**src/hw/dram_pkg.sv**
```systemverilog
package dram_pkg;

    // ------------------------------------------------------------
    // Bus widths
    // ------------------------------------------------------------
    localparam int addr_w   = 32;
    localparam int data_w   = 32;
    localparam int id_w     = 8;
    localparam int strb_w   = 4;

    // ------------------------------------------------------------
    // DRAM address split
    // ------------------------------------------------------------
    // Row from address bits 20..12, column from bits 11..2
    localparam int row_w    = 9;
    localparam int row_lsb  = 12;
    localparam int col_w    = 10;
    localparam int col_lsb  = 2;
    localparam int dram_a_w = 11;

    localparam logic [1:0] resp_okay = 2'b00;

    // One posted write waiting for the DRAM
    typedef struct packed {
        logic [row_w-1:0]  row;
        logic [col_w-1:0]  col;
        logic [strb_w-1:0] strb;
        logic [data_w-1:0] data;
    } wr_entry_t;

    // Open read request
    typedef struct packed {
        logic [row_w-1:0] row;
        logic [col_w-1:0] col;
    } rd_req_t;

    // Complete DRAM command bus, all strobes active low
    typedef struct packed {
        logic                csn;
        logic                rasn;
        logic                casn;
        logic [strb_w-1:0]   wen;
        logic [dram_a_w-1:0] a;
        logic [data_w-1:0]   d;
    } dram_pins_t;

endpackage

```
**src/hw/axi_slave_port.sv**
```systemverilog
`timescale 1ns/1ps

module axi_slave_port (
    input  logic                          clk,
    input  logic                          rstn,
    // AR and R
    input  logic [dram_pkg::id_w-1:0]     arid,
    input  logic [dram_pkg::addr_w-1:0]   araddr,
    input  logic                          arvalid,
    output logic                          arready,
    output logic [dram_pkg::id_w-1:0]     rid,
    output logic [dram_pkg::data_w-1:0]   rdata,
    output logic [1:0]                    rresp,
    output logic                          rvalid,
    input  logic                          rready,
    // AW, W and B
    input  logic [dram_pkg::id_w-1:0]     awid,
    input  logic [dram_pkg::addr_w-1:0]   awaddr,
    input  logic                          awvalid,
    output logic                          awready,
    input  logic [dram_pkg::data_w-1:0]   wdata,
    input  logic [dram_pkg::strb_w-1:0]   wstrb,
    input  logic                          wvalid,
    output logic                          wready,
    output logic [dram_pkg::id_w-1:0]     bid,
    output logic [1:0]                    bresp,
    output logic                          bvalid,
    input  logic                          bready,
    // Write buffer side
    input  logic                          wr_full,
    output logic                          wr_push,
    output dram_pkg::wr_entry_t           wr_entry,
    input  logic                          wr_pending,
    // Scheduler side
    output logic                          rd_req_valid,
    output dram_pkg::rd_req_t             rd_req,
    input  logic                          rd_issue,
    input  logic [dram_pkg::data_w-1:0]   dram_q,
    input  logic                          dram_valid
);

    typedef enum logic [2:0] {
        s_idle,
        s_wr_data,
        s_wr_resp,
        s_rd_wait,
        s_rd_resp
    } state_t;

    state_t                        state;
    state_t                        state_nx;
    logic                          aw_hs;
    logic                          w_hs;
    logic                          b_hs;
    logic                          ar_hs;
    logic                          r_hs;
    logic                          rd_sent;
    logic [dram_pkg::addr_w-1:0]   addr_sel;
    logic [dram_pkg::id_w-1:0]     id_q;
    logic [dram_pkg::row_w-1:0]    row_q;
    logic [dram_pkg::col_w-1:0]    col_q;
    logic [dram_pkg::data_w-1:0]   rdata_q;

    assign aw_hs = awvalid && awready;
    assign w_hs  = wvalid && wready;
    assign b_hs  = bvalid && bready;
    assign ar_hs = arvalid && arready;
    assign r_hs  = rvalid && rready;

    // Writes take the idle slot first, reads only behind an empty buffer
    assign awready = (state == s_idle);
    assign arready = (state == s_idle) && !wr_pending && !awvalid;
    assign wready  = (state == s_wr_data) && !wr_full;
    assign bvalid  = (state == s_wr_resp);
    assign rvalid  = (state == s_rd_resp);

    assign bid   = id_q;
    assign rid   = id_q;
    assign bresp = dram_pkg::resp_okay;
    assign rresp = dram_pkg::resp_okay;
    assign rdata = rdata_q;

    assign wr_push  = w_hs;
    assign wr_entry = '{row: row_q, col: col_q, strb: wstrb, data: wdata};

    // Request stays up until the scheduler drives the read column
    assign rd_req_valid = (state == s_rd_wait) && !rd_sent;
    assign rd_req       = '{row: row_q, col: col_q};

    assign addr_sel = ar_hs ? araddr : awaddr;

    always_comb begin
        state_nx = state;
        case (state)
            s_idle: begin
                if (aw_hs) begin
                    state_nx = s_wr_data;
                end else if (ar_hs) begin
                    state_nx = s_rd_wait;
                end
            end
            s_wr_data: if (w_hs) state_nx = s_wr_resp;
            s_wr_resp: if (b_hs) state_nx = s_idle;
            s_rd_wait: if (dram_valid && rd_sent) state_nx = s_rd_resp;
            s_rd_resp: if (r_hs) state_nx = s_idle;
            default:   state_nx = s_idle;
        endcase
    end

    always_ff @(posedge clk) begin
        if (!rstn) begin
            state   <= s_idle;
            rd_sent <= 1'b0;
        end else begin
            state <= state_nx;
            if (ar_hs) begin
                rd_sent <= 1'b0;
            end else if (rd_issue) begin
                rd_sent <= 1'b1;
            end
        end
    end

    // ------------------------------------------------------------
    // Address, ID and read data holding
    // ------------------------------------------------------------
    always_ff @(posedge clk) begin
        if (aw_hs || ar_hs) begin
            id_q  <= ar_hs ? arid : awid;
            row_q <= addr_sel[dram_pkg::row_lsb +: dram_pkg::row_w];
            col_q <= addr_sel[dram_pkg::col_lsb +: dram_pkg::col_w];
        end
        if ((state == s_rd_wait) && dram_valid) begin
            rdata_q <= dram_q;
        end
    end

    // R beat holds until the master takes it
    a_r_hold: assert property (@(posedge clk) disable iff (!rstn)
        rvalid && !rready |=> rvalid && $stable(rdata));

    // Scheduler only answers an open read request
    a_issue_requested: assert property (@(posedge clk) disable iff (!rstn)
        rd_issue |-> rd_req_valid);

endmodule

```
**src/hw/write_buffer.sv**
```systemverilog
`timescale 1ns/1ps

module write_buffer #(
    parameter int depth = 2
) (
    input  logic                clk,
    input  logic                rstn,
    input  logic                wr_push,
    input  dram_pkg::wr_entry_t wr_entry,
    input  logic                wr_pop,
    output dram_pkg::wr_entry_t wr_head,
    output logic                wr_pending,
    output logic                wr_full
);

    localparam int ptr_w = (depth > 1) ? $clog2(depth) : 1;
    localparam int cnt_w = $clog2(depth + 1);

    dram_pkg::wr_entry_t mem [depth];
    logic [ptr_w-1:0]    wr_ptr;
    logic [ptr_w-1:0]    rd_ptr;
    logic [cnt_w-1:0]    count;

    assign wr_head    = mem[rd_ptr];
    assign wr_pending = (count != '0);
    assign wr_full    = (count == cnt_w'(depth));

    // Entry storage
    always_ff @(posedge clk) begin
        if (wr_push) begin
            mem[wr_ptr] <= wr_entry;
        end
    end

    // Pointers wrap at depth, which need not be a power of two
    always_ff @(posedge clk) begin
        if (!rstn) begin
            wr_ptr <= '0;
            rd_ptr <= '0;
            count  <= '0;
        end else begin
            if (wr_push) begin
                wr_ptr <= (wr_ptr == ptr_w'(depth - 1)) ? '0 : wr_ptr + 1'b1;
            end
            if (wr_pop) begin
                rd_ptr <= (rd_ptr == ptr_w'(depth - 1)) ? '0 : rd_ptr + 1'b1;
            end
            case ({wr_push, wr_pop})
                2'b10:   count <= count + 1'b1;
                2'b01:   count <= count - 1'b1;
                default: count <= count;
            endcase
        end
    end

    a_no_overflow: assert property (@(posedge clk) disable iff (!rstn)
        wr_full |-> !wr_push);

    a_no_underflow: assert property (@(posedge clk) disable iff (!rstn)
        !wr_pending |-> !wr_pop);

endmodule

```
**src/hw/dram_cmd_sched.sv**
```systemverilog
`timescale 1ns/1ps

module dram_cmd_sched #(
    parameter int cas_wait = 4,
    parameter int ras_wait = 4
) (
    input  logic                 clk,
    input  logic                 rstn,
    input  logic                 rd_req_valid,
    input  dram_pkg::rd_req_t    rd_req,
    output logic                 rd_issue,
    input  dram_pkg::wr_entry_t  wr_head,
    input  logic                 wr_pending,
    output logic                 wr_pop,
    output dram_pkg::dram_pins_t dram
);

    localparam int cas_cnt_w = (cas_wait > 0) ? $clog2(cas_wait + 1) : 1;
    localparam int ras_cnt_w = (ras_wait > 0) ? $clog2(ras_wait + 1) : 1;
    localparam int row_pad   = dram_pkg::dram_a_w - dram_pkg::row_w;
    localparam int col_pad   = dram_pkg::dram_a_w - dram_pkg::col_w;

    typedef enum logic [1:0] {
        st_act,
        st_read,
        st_write,
        st_pre
    } state_t;

    state_t                     state;
    state_t                     state_nx;
    logic [cas_cnt_w-1:0]       phase;
    logic [cas_cnt_w-1:0]       cas_cool;
    logic [ras_cnt_w-1:0]       ras_cool;
    logic [dram_pkg::row_w-1:0] open_row;
    logic [dram_pkg::row_w-1:0] target_row;
    logic                       phase_last;
    logic                       any_req;
    logic                       wr_hit;
    logic                       rd_hit;
    logic                       col_ready;
    logic                       act_ready;
    logic                       act_issue;
    logic                       pre_issue;

    // ------------------------------------------------------------
    // Arbitration
    // ------------------------------------------------------------
    assign any_req    = wr_pending || rd_req_valid;
    assign target_row = wr_pending ? wr_head.row : rd_req.row;
    assign wr_hit     = (wr_head.row == open_row);
    assign rd_hit     = (rd_req.row == open_row);
    assign col_ready  = (cas_cool == '0);
    assign act_ready  = (ras_cool == '0);
    assign phase_last = (phase == cas_cnt_w'(cas_wait));

    // A pending write always wins the column slot
    assign wr_pop    = (state == st_write) && wr_pending && wr_hit && col_ready;
    assign rd_issue  = (state == st_read) && !wr_pending && rd_req_valid && rd_hit
                       && col_ready;
    assign act_issue = (state == st_act) && (phase == '0) && any_req && act_ready;
    assign pre_issue = (state == st_pre) && (phase == '0);

    always_comb begin
        state_nx = state;
        case (state)
            st_act: begin
                if (phase_last) begin
                    state_nx = wr_pending ? st_write : st_read;
                end
            end
            st_read, st_write: begin
                // Leave the row only once the last column has settled
                if (col_ready) begin
                    if (wr_pending) begin
                        state_nx = wr_hit ? st_write : st_pre;
                    end else if (rd_req_valid) begin
                        state_nx = rd_hit ? st_read : st_pre;
                    end
                end
            end
            st_pre:  if (phase_last) state_nx = st_act;
            default: state_nx = st_act;
        endcase
    end

    // ------------------------------------------------------------
    // State, phase counter, open row and cooldowns
    // ------------------------------------------------------------
    always_ff @(posedge clk) begin
        if (!rstn) begin
            state    <= st_act;
            phase    <= '0;
            open_row <= '0;
        end else begin
            state <= state_nx;
            if (state == st_act || state == st_pre) begin
                // Phase 0 waits in activate until a request and tRP allow it
                if (phase_last) begin
                    phase <= '0;
                end else if (phase != '0 || act_issue || pre_issue) begin
                    phase <= phase + 1'b1;
                end
            end else begin
                phase <= '0;
            end
            if (act_issue) begin
                open_row <= target_row;
            end
        end
    end

    always_ff @(posedge clk) begin
        if (!rstn) begin
            cas_cool <= '0;
            ras_cool <= '0;
        end else begin
            if (rd_issue || wr_pop) begin
                cas_cool <= cas_cnt_w'(cas_wait);
            end else if (!col_ready) begin
                cas_cool <= cas_cool - 1'b1;
            end
            if (pre_issue) begin
                ras_cool <= ras_cnt_w'(ras_wait);
            end else if (!act_ready) begin
                ras_cool <= ras_cool - 1'b1;
            end
        end
    end

    // ------------------------------------------------------------
    // Pin encoding
    // ------------------------------------------------------------
    always_comb begin
        dram.csn  = 1'b0;
        dram.rasn = 1'b1;
        dram.casn = 1'b1;
        dram.wen  = '1;
        dram.a    = {{row_pad{1'b0}}, open_row};
        dram.d    = wr_head.data;
        if (act_issue) begin
            dram.rasn = 1'b0;
            dram.a    = {{row_pad{1'b0}}, target_row};
        end else if (pre_issue) begin
            dram.rasn = 1'b0;
            dram.wen  = '0;
        end else if (wr_pop) begin
            dram.casn = 1'b0;
            dram.wen  = ~wr_head.strb;
            dram.a    = {{col_pad{1'b0}}, wr_head.col};
        end else if (rd_issue) begin
            dram.casn = 1'b0;
            dram.a    = {{col_pad{1'b0}}, rd_req.col};
        end
    end

    // No column command for cas_wait cycles after the last one
    a_cas_spacing: assert property (@(posedge clk) disable iff (!rstn)
        !dram.casn |=> dram.casn [*cas_wait]);

endmodule

```
**src/hw/dram_ctrl_top.sv**
```systemverilog
`timescale 1ns/1ps

module dram_ctrl_top #(
    parameter int cas_wait   = 4,
    parameter int ras_wait   = 4,
    parameter int wbuf_depth = 2
) (
    input  logic                          clk,
    input  logic                          rstn,
    input  logic [dram_pkg::id_w-1:0]     arid,
    input  logic [dram_pkg::addr_w-1:0]   araddr,
    input  logic                          arvalid,
    output logic                          arready,
    output logic [dram_pkg::id_w-1:0]     rid,
    output logic [dram_pkg::data_w-1:0]   rdata,
    output logic [1:0]                    rresp,
    output logic                          rvalid,
    input  logic                          rready,
    input  logic [dram_pkg::id_w-1:0]     awid,
    input  logic [dram_pkg::addr_w-1:0]   awaddr,
    input  logic                          awvalid,
    output logic                          awready,
    input  logic [dram_pkg::data_w-1:0]   wdata,
    input  logic [dram_pkg::strb_w-1:0]   wstrb,
    input  logic                          wvalid,
    output logic                          wready,
    output logic [dram_pkg::id_w-1:0]     bid,
    output logic [1:0]                    bresp,
    output logic                          bvalid,
    input  logic                          bready,
    input  logic [dram_pkg::data_w-1:0]   dram_q,
    input  logic                          dram_valid,
    output dram_pkg::dram_pins_t          dram
);

    logic                wr_full;
    logic                wr_push;
    logic                wr_pending;
    logic                wr_pop;
    logic                rd_req_valid;
    logic                rd_issue;
    dram_pkg::wr_entry_t wr_entry;
    dram_pkg::wr_entry_t wr_head;
    dram_pkg::rd_req_t   rd_req;

    // ------------------------------------------------------------
    // AXI front end
    // ------------------------------------------------------------
    axi_slave_port u_slave (
        .clk(clk), .rstn(rstn),
        .arid(arid), .araddr(araddr), .arvalid(arvalid), .arready(arready),
        .rid(rid), .rdata(rdata), .rresp(rresp), .rvalid(rvalid), .rready(rready),
        .awid(awid), .awaddr(awaddr), .awvalid(awvalid), .awready(awready),
        .wdata(wdata), .wstrb(wstrb), .wvalid(wvalid), .wready(wready),
        .bid(bid), .bresp(bresp), .bvalid(bvalid), .bready(bready),
        .wr_full(wr_full), .wr_push(wr_push), .wr_entry(wr_entry),
        .wr_pending(wr_pending),
        .rd_req_valid(rd_req_valid), .rd_req(rd_req), .rd_issue(rd_issue),
        .dram_q(dram_q), .dram_valid(dram_valid)
    );

    // Posted writes
    write_buffer #(
        .depth(wbuf_depth)
    ) u_wbuf (
        .clk(clk), .rstn(rstn),
        .wr_push(wr_push), .wr_entry(wr_entry), .wr_pop(wr_pop),
        .wr_head(wr_head), .wr_pending(wr_pending), .wr_full(wr_full)
    );

    dram_cmd_sched #(
        .cas_wait(cas_wait),
        .ras_wait(ras_wait)
    ) u_sched (
        .clk(clk), .rstn(rstn),
        .rd_req_valid(rd_req_valid), .rd_req(rd_req), .rd_issue(rd_issue),
        .wr_head(wr_head), .wr_pending(wr_pending), .wr_pop(wr_pop),
        .dram(dram)
    );

endmodule

```
**config.mk**
```make
export PLATFORM = sky130hd
export DESIGN_NAME = dram_ctrl_top
export DESIGN_NICKNAME = d
export VERILOG_FILES = /design/src/hw/dram_pkg.sv /design/src/hw/axi_slave_port.sv /design/src/hw/write_buffer.sv /design/src/hw/dram_cmd_sched.sv /design/src/hw/dram_ctrl_top.sv
export SDC_FILE = /design/constraint.sdc
export NUM_CORES = 1
export LEC_CHECK = 0
export BUFFER_PORTS_ARGS = -buffer_cell sky130_fd_sc_hd__buf_2
export CAP_MARGIN = 15
export CORE_MARGIN = 2
export CORE_UTILIZATION = 55
export DETAILED_ROUTE_END_ITERATION = 8
export GPL_TIMING_DRIVEN = 0
export PLACE_DENSITY = 0.83
export SLEW_MARGIN = 20
export SYNTH_ARGS = -nofsm -noshare
export SYNTH_HDL_FRONTEND = slang
export SYNTH_SLANG_ARGS = --single-unit
```
**constraint.sdc**
```tcl
create_clock -name clk -period 7.4 [get_ports clk]
set_input_delay 0.37 -clock clk [delete_from_list [all_inputs] [get_ports clk]]
set_output_delay 0.37 -clock clk [all_outputs]
set_load 0.03 [all_outputs]
```
; ---- After elaboration in Yosys (flattened, before gate mapping)
; Memories as Yosys holds them, arrays and structs flattened. A register that Yosys moved wholly into a read port is not among the register bits.
; Cells that the tools add are included.
[totals]
ram_bits = 110
ff_bits = 87
input_bits = 156
n_memories = 1
[mem_list]
columns = name, depth, width, read_ports, rd_clocked_by_memory_dff, wr, line
row1 = u_wbuf.mem, 2, 55, 1, 1, 1, write_buffer.sv:19  ; dram_pkg::wr_entry_t mem [depth];
[classes]
bitwise = 3
eq_ne = 24
n_reduce_logical = 47
addsub = 7
n_mux = 42
[ops]
columns = op, n
row1 = $mux W11, 3
row2 = $mux W3, 10
row3 = $logic_and A1 B1 Y1, 22
row4 = $mux W21, 1
row5 = $eq A9 B9 Y1, 2
row6 = $pmux W3 S5, 1
row7 = $mux W2, 7
row8 = $logic_not A3 Y1, 4
row9 = $mux W1, 12
row10 = $mux W10, 1
row11 = $ne A2 B2 Y1 const B, 5
row12 = $mux W9, 1
row13 = $eq A2 B2 Y1 const B, 4
row14 = $mux W4, 2
row15 = $mux W8, 1
row16 = $ne A2 B1 Y1 const B, 4
row17 = $reduce_or A2 Y1, 4
row18 = $eq A3 B2 Y1 const B, 2
row19 = $eq A3 B3 Y1 const B, 2
row20 = $logic_or A1 B1 Y1, 6
row21 = $pmux W2 S3, 1
row22 = $sub A3 B1 Y3 const B, 2
row23 = $mux W5, 1
row24 = $reduce_and A5 Y1, 1
row25 = other kinds (17), 24

; ---- Logic depth before layout (Yosys ltp)
; Gate-level depths: netlist (run 1).
[depth]
depth_word = 10
mapped_depth = 11
depth_no_buf = 10

; ---- Modules after synthesis
; From an unflattened synthesis (run 1), not the netlist that was laid out.
[hier_totals]
hier_cells = 650
area_unflattened_um2 = 9136.3
[by_module_without_submodules]
columns = mod, area_each_um2, cells_each, instances
row1 = write_buffer, 4184.0, 193, 1
row2 = axi_slave_port, 2930.3, 196, 1
row3 = dram_cmd_sched, 2021.9, 261, 1

; ---- Least setup slack after synthesis (run 1)
; OpenSTA, ideal clock, no wires.
[synth_path]
path_kind = register to register
from = register u_slave.state[1]
to = memory u_wbuf.mem[0][0] in the netlist's numbering, enable pin
slack_ns = 2.642
path_stages_with_launch = 5
setup_ns = 0.468
period_less_slack_ns = 4.758
t_arrival_ns = 4.290
path_cell_list = dfxtp_1 buf_2 nor4b_1 nand2_1 nor2_1
[synth_via]
elab_chain_cells = 5
[synth_rtl]
columns = element, line
row1 = from (decl), axi_slave_port.sv:50  ; state_t state;
row2 = from (signal assigned), axi_slave_port.sv:112  ; state <= s_idle;
row3 = from (signal assigned), axi_slave_port.sv:115  ; state <= state_nx;
row4 = $eq A3 B1 Y1, axi_slave_port.sv:73  ; assign wready = (state == s_wr_data) && !wr_full;
row5 = $logic_and A1 B1 Y1, axi_slave_port.sv:73
row6 = net wready, dram_ctrl_top.sv:26  ; output logic wready,
row7 = $logic_and A1 B1 Y1, axi_slave_port.sv:65  ; assign w_hs = wvalid && wready;
row8 = $mux W1, write_buffer.sv:30  ; if (wr_push) begin
row9 = $mux W1 (implied by the code), write_buffer.sv:31  ; mem[wr_ptr] <= wr_entry;
row10 = to (decl), write_buffer.sv:19
; The timed path passes the listed nets, and every way through them passes these cells.

==> flow_metrics.tcl, run 1 <==
set metrics [dict create \
    crit_path_frequent_cell "ha_1" \
    cp_cell_sequence "inv_1 -> ha_1 -> ha_1 -> clkbuf_1 -> and3_1 -> nand4_2 -> buf_6 -> mux2_2 -> nand3_1 -> o211ai_1 -> buf_2" \
    ir_worst_vdd_v 0.0001663 \
    cts_setup_buffers 0 \
    clock-skew-final_ns 0.008553 \
    routedWlPerCell_um 17.75 \
    drt_wl_total_um 17800 \
    seq_area_mm2 0.005655 \
    fin_cells 1003 \
    grt_overflow 0 \
    rsz0062_at_grt "false" \
    die_height_um 126.9 \
    combPwrFrac_pct 18.1 \
    p_sw_share_pct 27.00 \
    switching_power_mw 0.7630 \
    leakage_nw 4.077 \
    clockRootBuffer "clkbuf_16" \
    period_share_pct 43.16 \
    worst_pin_slew_ns 0.7939 \
    p_per_area_mw_per_mm2 272.0 \
    clock_sinks 198 \
    setup_violations 0 \
    nets 977 \
    path_class "flip-flop to primary output" \
    grt_pass1_vias 5728 \
    n_fill_cell 995 \
    status "completed" \
    viasPerCell 5.521 \
    p_seq_share_pct 48.2 \
    fin_crit_ns 3.194 \
    endpoint "dram[36]" \
    fp.coreArea_mm2 0.01464 \
    layout_commonest_cell "buf_2" \
    drive_gt1_share_pct 45.05 \
    synth_cell_types 54 \
    grt_start_max_net_pins 34 \
    synth-edff-count 169 \
    grt_pass1_wl_um 28090 \
    num_io_pins 263 \
    slowest_delay_ns 0.32 \
    place.gp.congestion 0.9204 \
    pwr-share-clk_pct 33.7 \
    critPathLaunch "u_sched.cas_cool[0]$_SDFFE_PP0P_" \
    synthFlopType "edfxtp_1" \
    ant_nets 0 \
    rows 44 \
    cts_resized 0 \
    dp.cells 972 \
    worstSetupEndpointType "primary output" \
    p_int_mw 2.063 \
    critPathLaunchType "flip-flop" \
    synth_simple_gate_area_share_pct 6.705 \
    ys_seq_area_share_pct 68.10 \
    synthesis.area_mm2 0.008304 \
    finalHoldViolations 0 \
    most-common-layout-cells "buf_2 (239), edfxtp_1 (169), mux2_2 (68), nor2_1 (36), a21oi_1 (32)" \
    port_buffers 230 \
    start_util_pct 56.71 \
    cts_buffers 17 \
    drt_iter0_drc 286 \
    dpl.hpwl_um 12850 \
    cts_tree "built" \
    antennaDiodeCount 0 \
    ys_warn_count 0 \
    synthMuxAreaShare_pct 12.28 \
    die-area_mm2 0.01610 \
    async_flop_share_pct 0 \
    multi_input_area_mm2 0.002405 \
    timing.rr.end "u_wbuf.count[1]$_SDFFE_PN0P_" \
    fmax_mhz 313.1 \
    synth_top_family_by_area "multiplexers" \
    cp.depth 11 \
    drtPass1Iterations 4 \
    min_path_type "input pin to flip-flop" \
    finalMaxSlewViolations 0 \
    crit_family "buffers and inverters" \
    worstPathRequired_ns 7.03 \
    tns_ns 0 \
    r2r_cells 9 \
    area_growth_pct 25.12 \
    track_usage_pct 22.48 \
    clock_path_buffers 2 \
    synthCells 550 \
    avgSynthCellArea_um2 15.10 \
    synth-compound-area-share_pct 4.972 \
    ff2ff_setup_slack_ns 4.82 \
    cp_max_fo 10 \
    antenna_found_initial 0 \
    ys_seq_elements 198 \
    slowest_stage "dfxtp_1" \
    insertion_delay_ns 0.43 \
    drv_cap 0 \
    h-tree-depth 4 \
    num_vias 5538 \
    die_width_um 126.9 \
    critPathBufInv 4 \
    ctsHoldBuffers 0 \
    critPathArrivalTime_ns 2.82 \
    relSlewSlack_pct 47.07 \
    synth_xor_area_share_pct 2.426 \
    drcViolationCount 0 \
    synthAdderAreaFrac_pct 2.109 \
    clk_pin_slew_ns 0.07 \
]
==> worst register-to-register path: cells and delay by family (launching register included) <==
kind,cells,cell delay [ns]
AOI/OAI and AO/OA,1,0.14
xor gates and xnor gates,1,0.16
adders and majority gates,1,0.26
buffers and inverters,2,0.30
DFF,1,0.32
muxes,1,0.33
and+or+nand+nor,3,0.99
==> worst min-delay path by stage <==
stage,slack (ns),cells after the start,from,to
after floorplan,0.44,0,u_slave.col_q[0]$_DFFE_PP_,u_wbuf.mem[0][36]$_DFFE_PP_
after global placement,0.46,0,u_slave.col_q[5]$_DFFE_PP_,u_wbuf.mem[0][41]$_DFFE_PP_
after detailed placement,0.46,0,u_slave.col_q[9]$_DFFE_PP_,u_wbuf.mem[1][45]$_DFFE_PP_
after CTS,0.1,1,dram_q[8],u_slave.rdata[8]$_DFFE_PP_
after global routing,0.09,1,dram_q[6],u_slave.rdata[6]$_DFFE_PP_
final,0.12,1,dram_q[24],u_slave.rdata[24]$_DFFE_PP_
==> registers in the layout, summed over array words and instances (netlist names), named ones only <==
register	cells
u_wbuf.count	2
u_slave.rd_sent	1
u_wbuf.wr_ptr	1
u_sched.ras_cool	3
u_slave.state	3
u_sched.state	2
u_wbuf.mem	110
u_slave.col_q	10
u_sched.open_row	9
u_sched.cas_cool	3
u_wbuf.rd_ptr	1
u_sched.phase	3
u_slave.rdata	32
u_slave.bid	8
u_slave.row_q	9
==> synth_stat cells (all sizes together) (9+ instances only) <==
cell      n  share of area (%)
buf      30                2.3
a21oi    32                1.9
nand2    17               0.77
xor2     16                1.7
ha       14                2.1
nor2     37                1.7
a211oi    9               0.81
edfxtp  169                 61
mux2     68                9.2
mux2i    25                3.1
o211ai    9               0.87
inv      17               0.77
nand3    15                1.1
dfxtp    29                7.0
==> through the flow <==
step	hold slack, ns	setup slack [ns]	power [mW]	util [%]	instance area (um^2)
final	0.1161	4.206	2.826	70.95	10390
after global routing	0.08646	4.040	2.939	70.95	10390
after CTS	0.09988	4.195	2.846	70.93	10390
after detailed placement	0.4616	4.636	1.894	66.77	9778
after global placement	0.4568	2.301	1.857	66.27	9704
after floorplan	0.4408	2.642	1.725	-	8323
==> logic make-up (layout without fill, tap and decap cells) <==
| logic type | Yosys count | count (layout) |
|---|---|---|
| XOR/XNOR | 23 | 23 |
| other | 1 | 6 |
| adder cells (fa/ha/maj) | 14 | 14 |
| AND/OR/NAND/NOR | 102 | 102 |
| AO/OA/AOI/OAI | 66 | 66 |
| flip-flops | 198 | 198 |
| multiplexers | 93 | 93 |
| buffers and inverters | 53 | 317 |
==> power groups by stage <==
stage	registers [mW]	logic, mW	clock network [mW]
finish	1.36	0.511	0.952
global route	1.37	0.557	1.01
CTS	1.36	0.513	0.970
detailed placement	1.39	0.508	0
global placement	1.38	0.474	0
floorplan	1.39	0.333	0
==> area by class of cell <==
cell class                 instances  share of cell area, %
clock buffer                      19                  4.167
buffer                            35                  2.035
timing repair buffer             233                  11.66
sequential                       198                  54.43
tap                              184                  2.216
multi-input combinational        304                  23.15
inverter                          18                 0.6503
clock inverter                    12                  1.698
==> layer usage <==
| layer | GRT usage, % | share of wire [%] | up-vias |
|---|---|---|---|
| met5 | 0 | 0 | - |
| met4 | 8.597 | 2.4 | 0 |
| met3 | 5.778 | 6.1 | 42 |
| met2 | 40.01 | 52 | 221 |
| met1 | 26.19 | 39 | 2729 |
| li1 | - | - | 2546 |
Note: power is estimated with default switching activity, not from simulation.
==> inputs of run 2 (changes only) <==
--- a/config.mk
+++ b/config.mk
@@ -5,13 +5,14 @@
 export SDC_FILE = /design/constraint.sdc
 export NUM_CORES = 1
 export LEC_CHECK = 0
+export ABC_AREA = 1
 export BUFFER_PORTS_ARGS = -buffer_cell sky130_fd_sc_hd__buf_2
 export CAP_MARGIN = 15
 export CORE_MARGIN = 2
-export CORE_UTILIZATION = 55
+export CORE_UTILIZATION = 47
 export DETAILED_ROUTE_END_ITERATION = 8
 export GPL_TIMING_DRIVEN = 0
-export PLACE_DENSITY = 0.83
+export PLACE_DENSITY = 0.75
 export SLEW_MARGIN = 20
 export SYNTH_ARGS = -nofsm -noshare
 export SYNTH_HDL_FRONTEND = slang
==> constraint.sdc (replaced) <==
create_clock -name clk -period 2.9 [get_ports clk]
set_input_delay 0.145 -clock clk [delete_from_list [all_inputs] [get_ports clk]]
set_output_delay 0.145 -clock clk [all_outputs]
set_load 0.03 [all_outputs]
==> run 2 against run 1 <==
  * Non-clock buffer count is 110 higher
  * Critical path type unchanged
  * Synthesized cell count is 54% higher
  * Synthesized area is 5.1% higher
  * Routed wire length is 29% higher
  * First-iteration DRC count is 68% higher
  * Via count is 30% higher
  * Utilization is 5.0 points lower
  * Sequential cell count stayed put
  * Largest cell class unchanged
  * Sequential share of layout area is 7.0 points lower
  * Worst hold slack worse by 0.096 ns
  * Highest routed layer unchanged
  * Clock-buffer cell count is 2 lower
  * Clock power is 140% higher
==> flow_metrics.tcl, run 2 <==
set metrics [dict create \
    final_area_mm2 0.01193 \
    place.gp.congestion 0.8719 \
    yosys.area.top_type "edfxtp_1" \
    status "completed" \
    die-area_mm2 0.01967 \
    drt_iter0_drc 481 \
    insertion_delay_ns 0.43 \
    synthCells 846 \
    synth_cell_types 32 \
    p_per_area_mw_per_mm2 664.2 \
    ant_nets 0 \
    start_util_pct 48.25 \
    most-common-layout-cells "nand2_1 (330), buf_2 (238), edfxtp_1 (169), dlygate4sd3_1 (103), inv_1 (67)" \
    h-tree-depth 4 \
    leakage_nw 5.276 \
    place_area_mm2 0.01031 \
    clockRootBuffer "clkbuf_16" \
    yosysTopAreaCellShare_pct 58.16 \
    synthFlopType "edfxtp_1" \
    fin_cells 1449 \
    die_width_um 140.3 \
    layout_commonest_cell "nand2_1" \
    regMostFlops "u_wbuf.mem" \
    grt_pass1_wl_um 35180 \
    fin_crit_ns 2.757 \
    clock_path_buffers 2 \
    dp_worst_setup_slack_ns 0.4077 \
    drtPass1Iterations 5 \
    finalMaxSlewViolations 0 \
    fp.coreArea_mm2 0.01809 \
    track_usage_pct 23.15 \
    die_height_um 140.3 \
    cts_buffers 17 \
    cts_tree "built" \
    min_path_type "input pin to flip-flop" \
    path_class "flip-flop to primary output" \
    clk_pin_slew_ns 0.08 \
    ys_seq_area_share_pct 64.81 \
    ys_warn_count 0 \
    r2r_start "u_wbuf.count[0]$_SDFFE_PN0P_" \
    async_flop_share_pct 0 \
    nets 1377 \
    rsz0062_at_grt "false" \
    clock-skew-final_ns 0.008978 \
    yosysMostFrequentCell "nand2_1" \
    min_from "awid[6]" \
    drive_gt1_share_pct 27.79 \
    port_buffers 229 \
    whs_ns 0.01961 \
    cp_max_fo 10 \
    worstSetupEndpointType "primary output" \
    ys_seq_elements 198 \
    relSlewSlack_pct 57.21 \
    avgSynthCellArea_um2 10.31 \
    ff2ff_setup_slack_ns 0.41 \
    num_vias 7203 \
    num_io_pins 263 \
    worst_pin_slew_ns 0.6418 \
    dp.cells 1314 \
    setup_violations 0 \
    antennaDiodeCount 0 \
    antenna_found_initial 0 \
    synth_area_leaders "edfxtp_1 (58%), nand2_1 (14%), dfxtp_1 (6.7%), inv_1 (2.9%), nand3_1 (2.1%)" \
    fmax_mhz 362.7 \
    ir_worst_vdd_v 0.0004590 \
    grt_pass1_vias 7087 \
    drv_cap 0 \
    area_growth_pct 36.66 \
    grt_overflow 0 \
    finalHoldViolations 0 \
    worstPathRequired_ns 2.76 \
    largest_reg_flops 110 \
    period_share_pct 95.07 \
    critPathArrivalTime_ns 2.61 \
    drcViolationCount 0 \
    critPathLaunch "u_sched.state[0]$_SDFFE_PN0P_" \
    viasPerCell 4.971 \
    rows 49 \
    synth.top_cells.by_count "nand2_1 (331), edfxtp_1 (169), inv_1 (67), nand3_1 (37)" \
    grt_start_max_net_pins 30 \
    critPathLaunchType "flip-flop" \
    setup_slack_ns 0.1431 \
    routedWlPerCell_um 15.79 \
    synth-edff-count 169 \
    dpl.hpwl_um 15160 \
    finalPower_mw 7.921 \
    drt_wl_total_um 22880 \
    synthesis.area_mm2 0.008726 \
    clock_sinks 198 \
]
==> run 2: metrics by stage <==
step,TNS [ns],util [%]
floorplan,-75.41,-
finish,0,65.94
global route,0,65.94
global placement,-249.27,56.27
detailed placement,0,57.00
CTS,0,65.86
==> run 2: where the power goes <==
part	internal (mW)	leakage [nW]	switching (mW)
registers	3.46	1.78	0.183
logic	0.712	3.21	1.28
clock network	1.15	0.283	1.13
total	5.33	5.28	2.60
==> run 2: path summary, 6_finish.rpt <==
path	to	cells past startpoint
hold reg to reg	u_wbuf.mem[0][40]$_DFFE_PP_	0
hold / removal	u_slave.bid[6]$_DFFE_PP_	3
setup reg to reg	u_slave.col_q[1]$_DFFE_PP_	9
setup / recovery	dram[36]	9
==> run 2: layout make-up <==
class | instances | area, um^2
fill | 1332 | 6161
sequential | 198 | 5655
multi-input combinational | 536 | 2571
timing repair buffer | 338 | 2295
clock buffer | 17 | 425.4
tap | 229 | 286.5
inverter | 76 | 285.3
buffer | 40 | 257.7
clock inverter | 15 | 148.9
==> run 2: worst max-delay path, cell delays in order (launching register included) <==
cell and delay (ns):
dfxtp_1 0.38, ha_1 0.20, inv_1 0.06, nor2_1 0.29, inv_1 0.23, clkbuf_1 0.35, o21ai_0 0.28, inv_1 0.06
nand2_1 0.11, buf_2 0.22
==> run 2: cell families (layout without fill, tap and decap cells) <==
logic type / Yosys count / after routing / share of synthesized area, %
AO/OA/AOI/OAI: 64 / 64 / 3.900
XOR/XNOR: 5 / 5 / 0.5020
adder cells (fa/ha/maj): 14 / 14 / 2.007
buffers and inverters: 117 / 486 / 6.252
flip-flops: 198 / 198 / 64.81
multiplexers: 14 / 14 / 1.606
other: 1 / 6 / 0.04298
AND/OR/NAND/NOR: 433 / 433 / 20.88
==> run 2: repair_timing <==
item                                    in CTS  in global routing
endpoints found under the setup margin       4                  9
endpoints found under the hold margin      125                  0
buffers inserted                             0                  1
gates resized for setup                      0                  4
cloned                                       0                  0
pin swaps                                    0                  1
hold buffers                               103                  0
==> run 2: per-layer routing <==
metal	track usage (%)	part of all wire, %	up-vias
met4	10.15	3.1	0
met1	28.04	39	3297
met2	39.94	49	362
li1	-	-	3496
met3	5.094	8.2	48
met5	0	0	-
==> inputs of run 3 (changes only) <==
--- a/config.mk
+++ b/config.mk
@@ -12,7 +12,7 @@
 export CORE_UTILIZATION = 47
 export DETAILED_ROUTE_END_ITERATION = 8
 export GPL_TIMING_DRIVEN = 0
-export PLACE_DENSITY = 0.75
+export PLACE_DENSITY = 0.77
 export SLEW_MARGIN = 20
 export SYNTH_ARGS = -nofsm -noshare
 export SYNTH_HDL_FRONTEND = slang
==> run 3 against run 2 <==
  * The flow now finishes with violations (negative hold slack)
  * Via count grew 2.2%
  * Cell count grew 0.83%
  * Utilization grew 0.86 points
  * Clock power grew 5%
  * Register-to-register slack lost 0.13 ns
  * First-iteration DRC count grew 10%
  * Sequential share of layout area shrank 0.61 points
  * Combinational power is essentially flat
  * Final area grew 1.3%
  * Clock skew grew 0.010 ns
  * Setup slack gained 0.024 ns
  * Critical path type unchanged
  * Critical endpoint is now dram[37]
  * Largest cell class unchanged
==> flow_metrics.tcl, run 3 (same netlist as run 2, synthesis figures left out) <==
set metrics [dict create \
    leakage_nw 5.348 \
    viasPerCell 5.040 \
    whs_ns -0.006688 \
    drcViolationCount 0 \
    grt_pass1_wl_um 37770 \
    ant_nets 0 \
    num_vias 7363 \
    grt_start_max_net_pins 29 \
    violations "negative hold slack" \
    dpl.hpwl_um 15800 \
    die_height_um 140.3 \
    port_buffers 229 \
    setup_violations 0 \
    die-area_mm2 0.01967 \
    largest_reg_flops 110 \
    place.gp.congestion 0.9216 \
    hold_path_depth 3 \
    fp.coreArea_mm2 0.01809 \
    dp.cells 1314 \
    fin_crit_ns 2.733 \
    fin_cells 1461 \
    min_from "araddr[2]" \
    status "finished with violations" \
    worstPathRequired_ns 2.76 \
    dp_worst_setup_slack_ns 0.3338 \
    track_usage_pct 25.03 \
    num_io_pins 263 \
    finalPower_mw 8.067 \
    critPathLaunchType "flip-flop" \
    cp_max_fo 10 \
    drtPass1Iterations 5 \
    rsz0062_at_grt "false" \
    finalHoldViolations 1 \
    clock-skew-final_ns 0.01901 \
    drt_wl_total_um 24280 \
    most-common-layout-cells "nand2_1 (330), buf_2 (238), edfxtp_1 (169), dlygate4sd3_1 (114), inv_1 (67)" \
    clk_pin_slew_ns 0.08 \
    place_area_mm2 0.01031 \
    grt_overflow 0 \
    final_area_mm2 0.01208 \
    nets 1388 \
    min_path_type "input pin to flip-flop" \
    use_met1_pct 29.90 \
    cts_tree "built" \
    drt_iter0_drc 531 \
    critPathLaunch "u_sched.ras_cool[0]$_SDFFE_PP0P_" \
    rows 49 \
    routedWlPerCell_um 16.62 \
    drive_gt1_share_pct 27.62 \
    period_share_pct 94.22 \
    met2_usage_pct 44.17 \
    cts_buffers 17 \
    area_growth_pct 38.44 \
    clockRootBuffer "clkbuf_16" \
    worstSetupEndpointType "primary output" \
    critPathArrivalTime_ns 2.59 \
    grt_pass1_vias 7493 \
    die_width_um 140.3 \
    h-tree-depth 4 \
    start_util_pct 48.25 \
    layout_commonest_cell "nand2_1" \
    clock_path_buffers 2 \
    grt-busiest-layer "met2" \
    drv_cap 0 \
    met3_usage_pct 4.615 \
    clock_sinks 198 \
    ir_worst_vdd_v 0.0005005 \
    finalMaxSlewViolations 0 \
    r2r_start "u_wbuf.count[0]$_SDFFE_PN0P_" \
    p_per_area_mw_per_mm2 667.8 \
    insertion_delay_ns 0.44 \
    path_class "flip-flop to primary output" \
    fmax_mhz 366.0 \
    regMostFlops "u_wbuf.mem" \
    r2r_cells 9 \
    setup_slack_ns 0.1675 \
    antenna_found_initial 1 \
    relSlewSlack_pct 52.79 \
    worst_pin_slew_ns 0.7064 \
]
-- run 3: worst paths after layout --
path	end	slack, ns
setup / recovery	dram[37]	0.17
hold / removal	u_slave.col_q[0]$_DFFE_PP_	-0.007
setup reg to reg	u_slave.col_q[2]$_DFFE_PP_	0.28
hold reg to reg	u_wbuf.mem[0][41]$_DFFE_PP_	0.48
-- run 3: power breakdown --
part	switching [mW]	internal, mW	total, mW
clock network	1.15	1.25	2.40
registers	0.193	3.47	3.66
logic	1.28	0.732	2.01
total	2.62	5.44	8.07
-- run 3: area by class of cell --
cell class,instances,area [um^2]
inverter,76,285.3
clock buffer,18,429.2
antenna,1,2.502
fill,1308,6006
buffer,40,261.5
tap,229,286.5
clock inverter,14,178.9
multi-input combinational,536,2571
timing repair buffer,349,2410
sequential,198,5655
-- run 3: repair_timing --
item | CTS | global route
hold endpoints to repair | 130 | 0
setup endpoints to repair | 7 | 9
gates cloned | 0 | 0
resized for setup | 0 | 6
buffers inserted | 1 | 0
hold buffers | 114 | 0
pin swaps | 1 | 0
-- run 3: critical path, stage by stage, from the launching register on --
cell and delay [ns]:
dfxtp_1 0.35, inv_1 0.05, ha_1 0.20, ha_1 0.28, nand2_1 0.09, nor2_1 0.05, nand2_2 0.16, clkbuf_4 0.26
nand2_1 0.09, o21ai_0 0.19, inv_1 0.09, nand2_1 0.13, buf_2 0.22
-- run 3: metrics by stage --
step	TNS, ns	util (%)
after global routing	0	66.79
after global placement	-253.84	56.27
after detailed placement	0	57.03
final	0	66.79
after floorplan	-75.41	-
after CTS	0	66.75
-- run 3: layer usage --
layer / vias to the layer above / part of all wire, %
met4: 0 / 3.2
met2: 329 / 50
li1: 3530 / -
met5: - / 0
met1: 3456 / 40
met3: 48 / 6.8
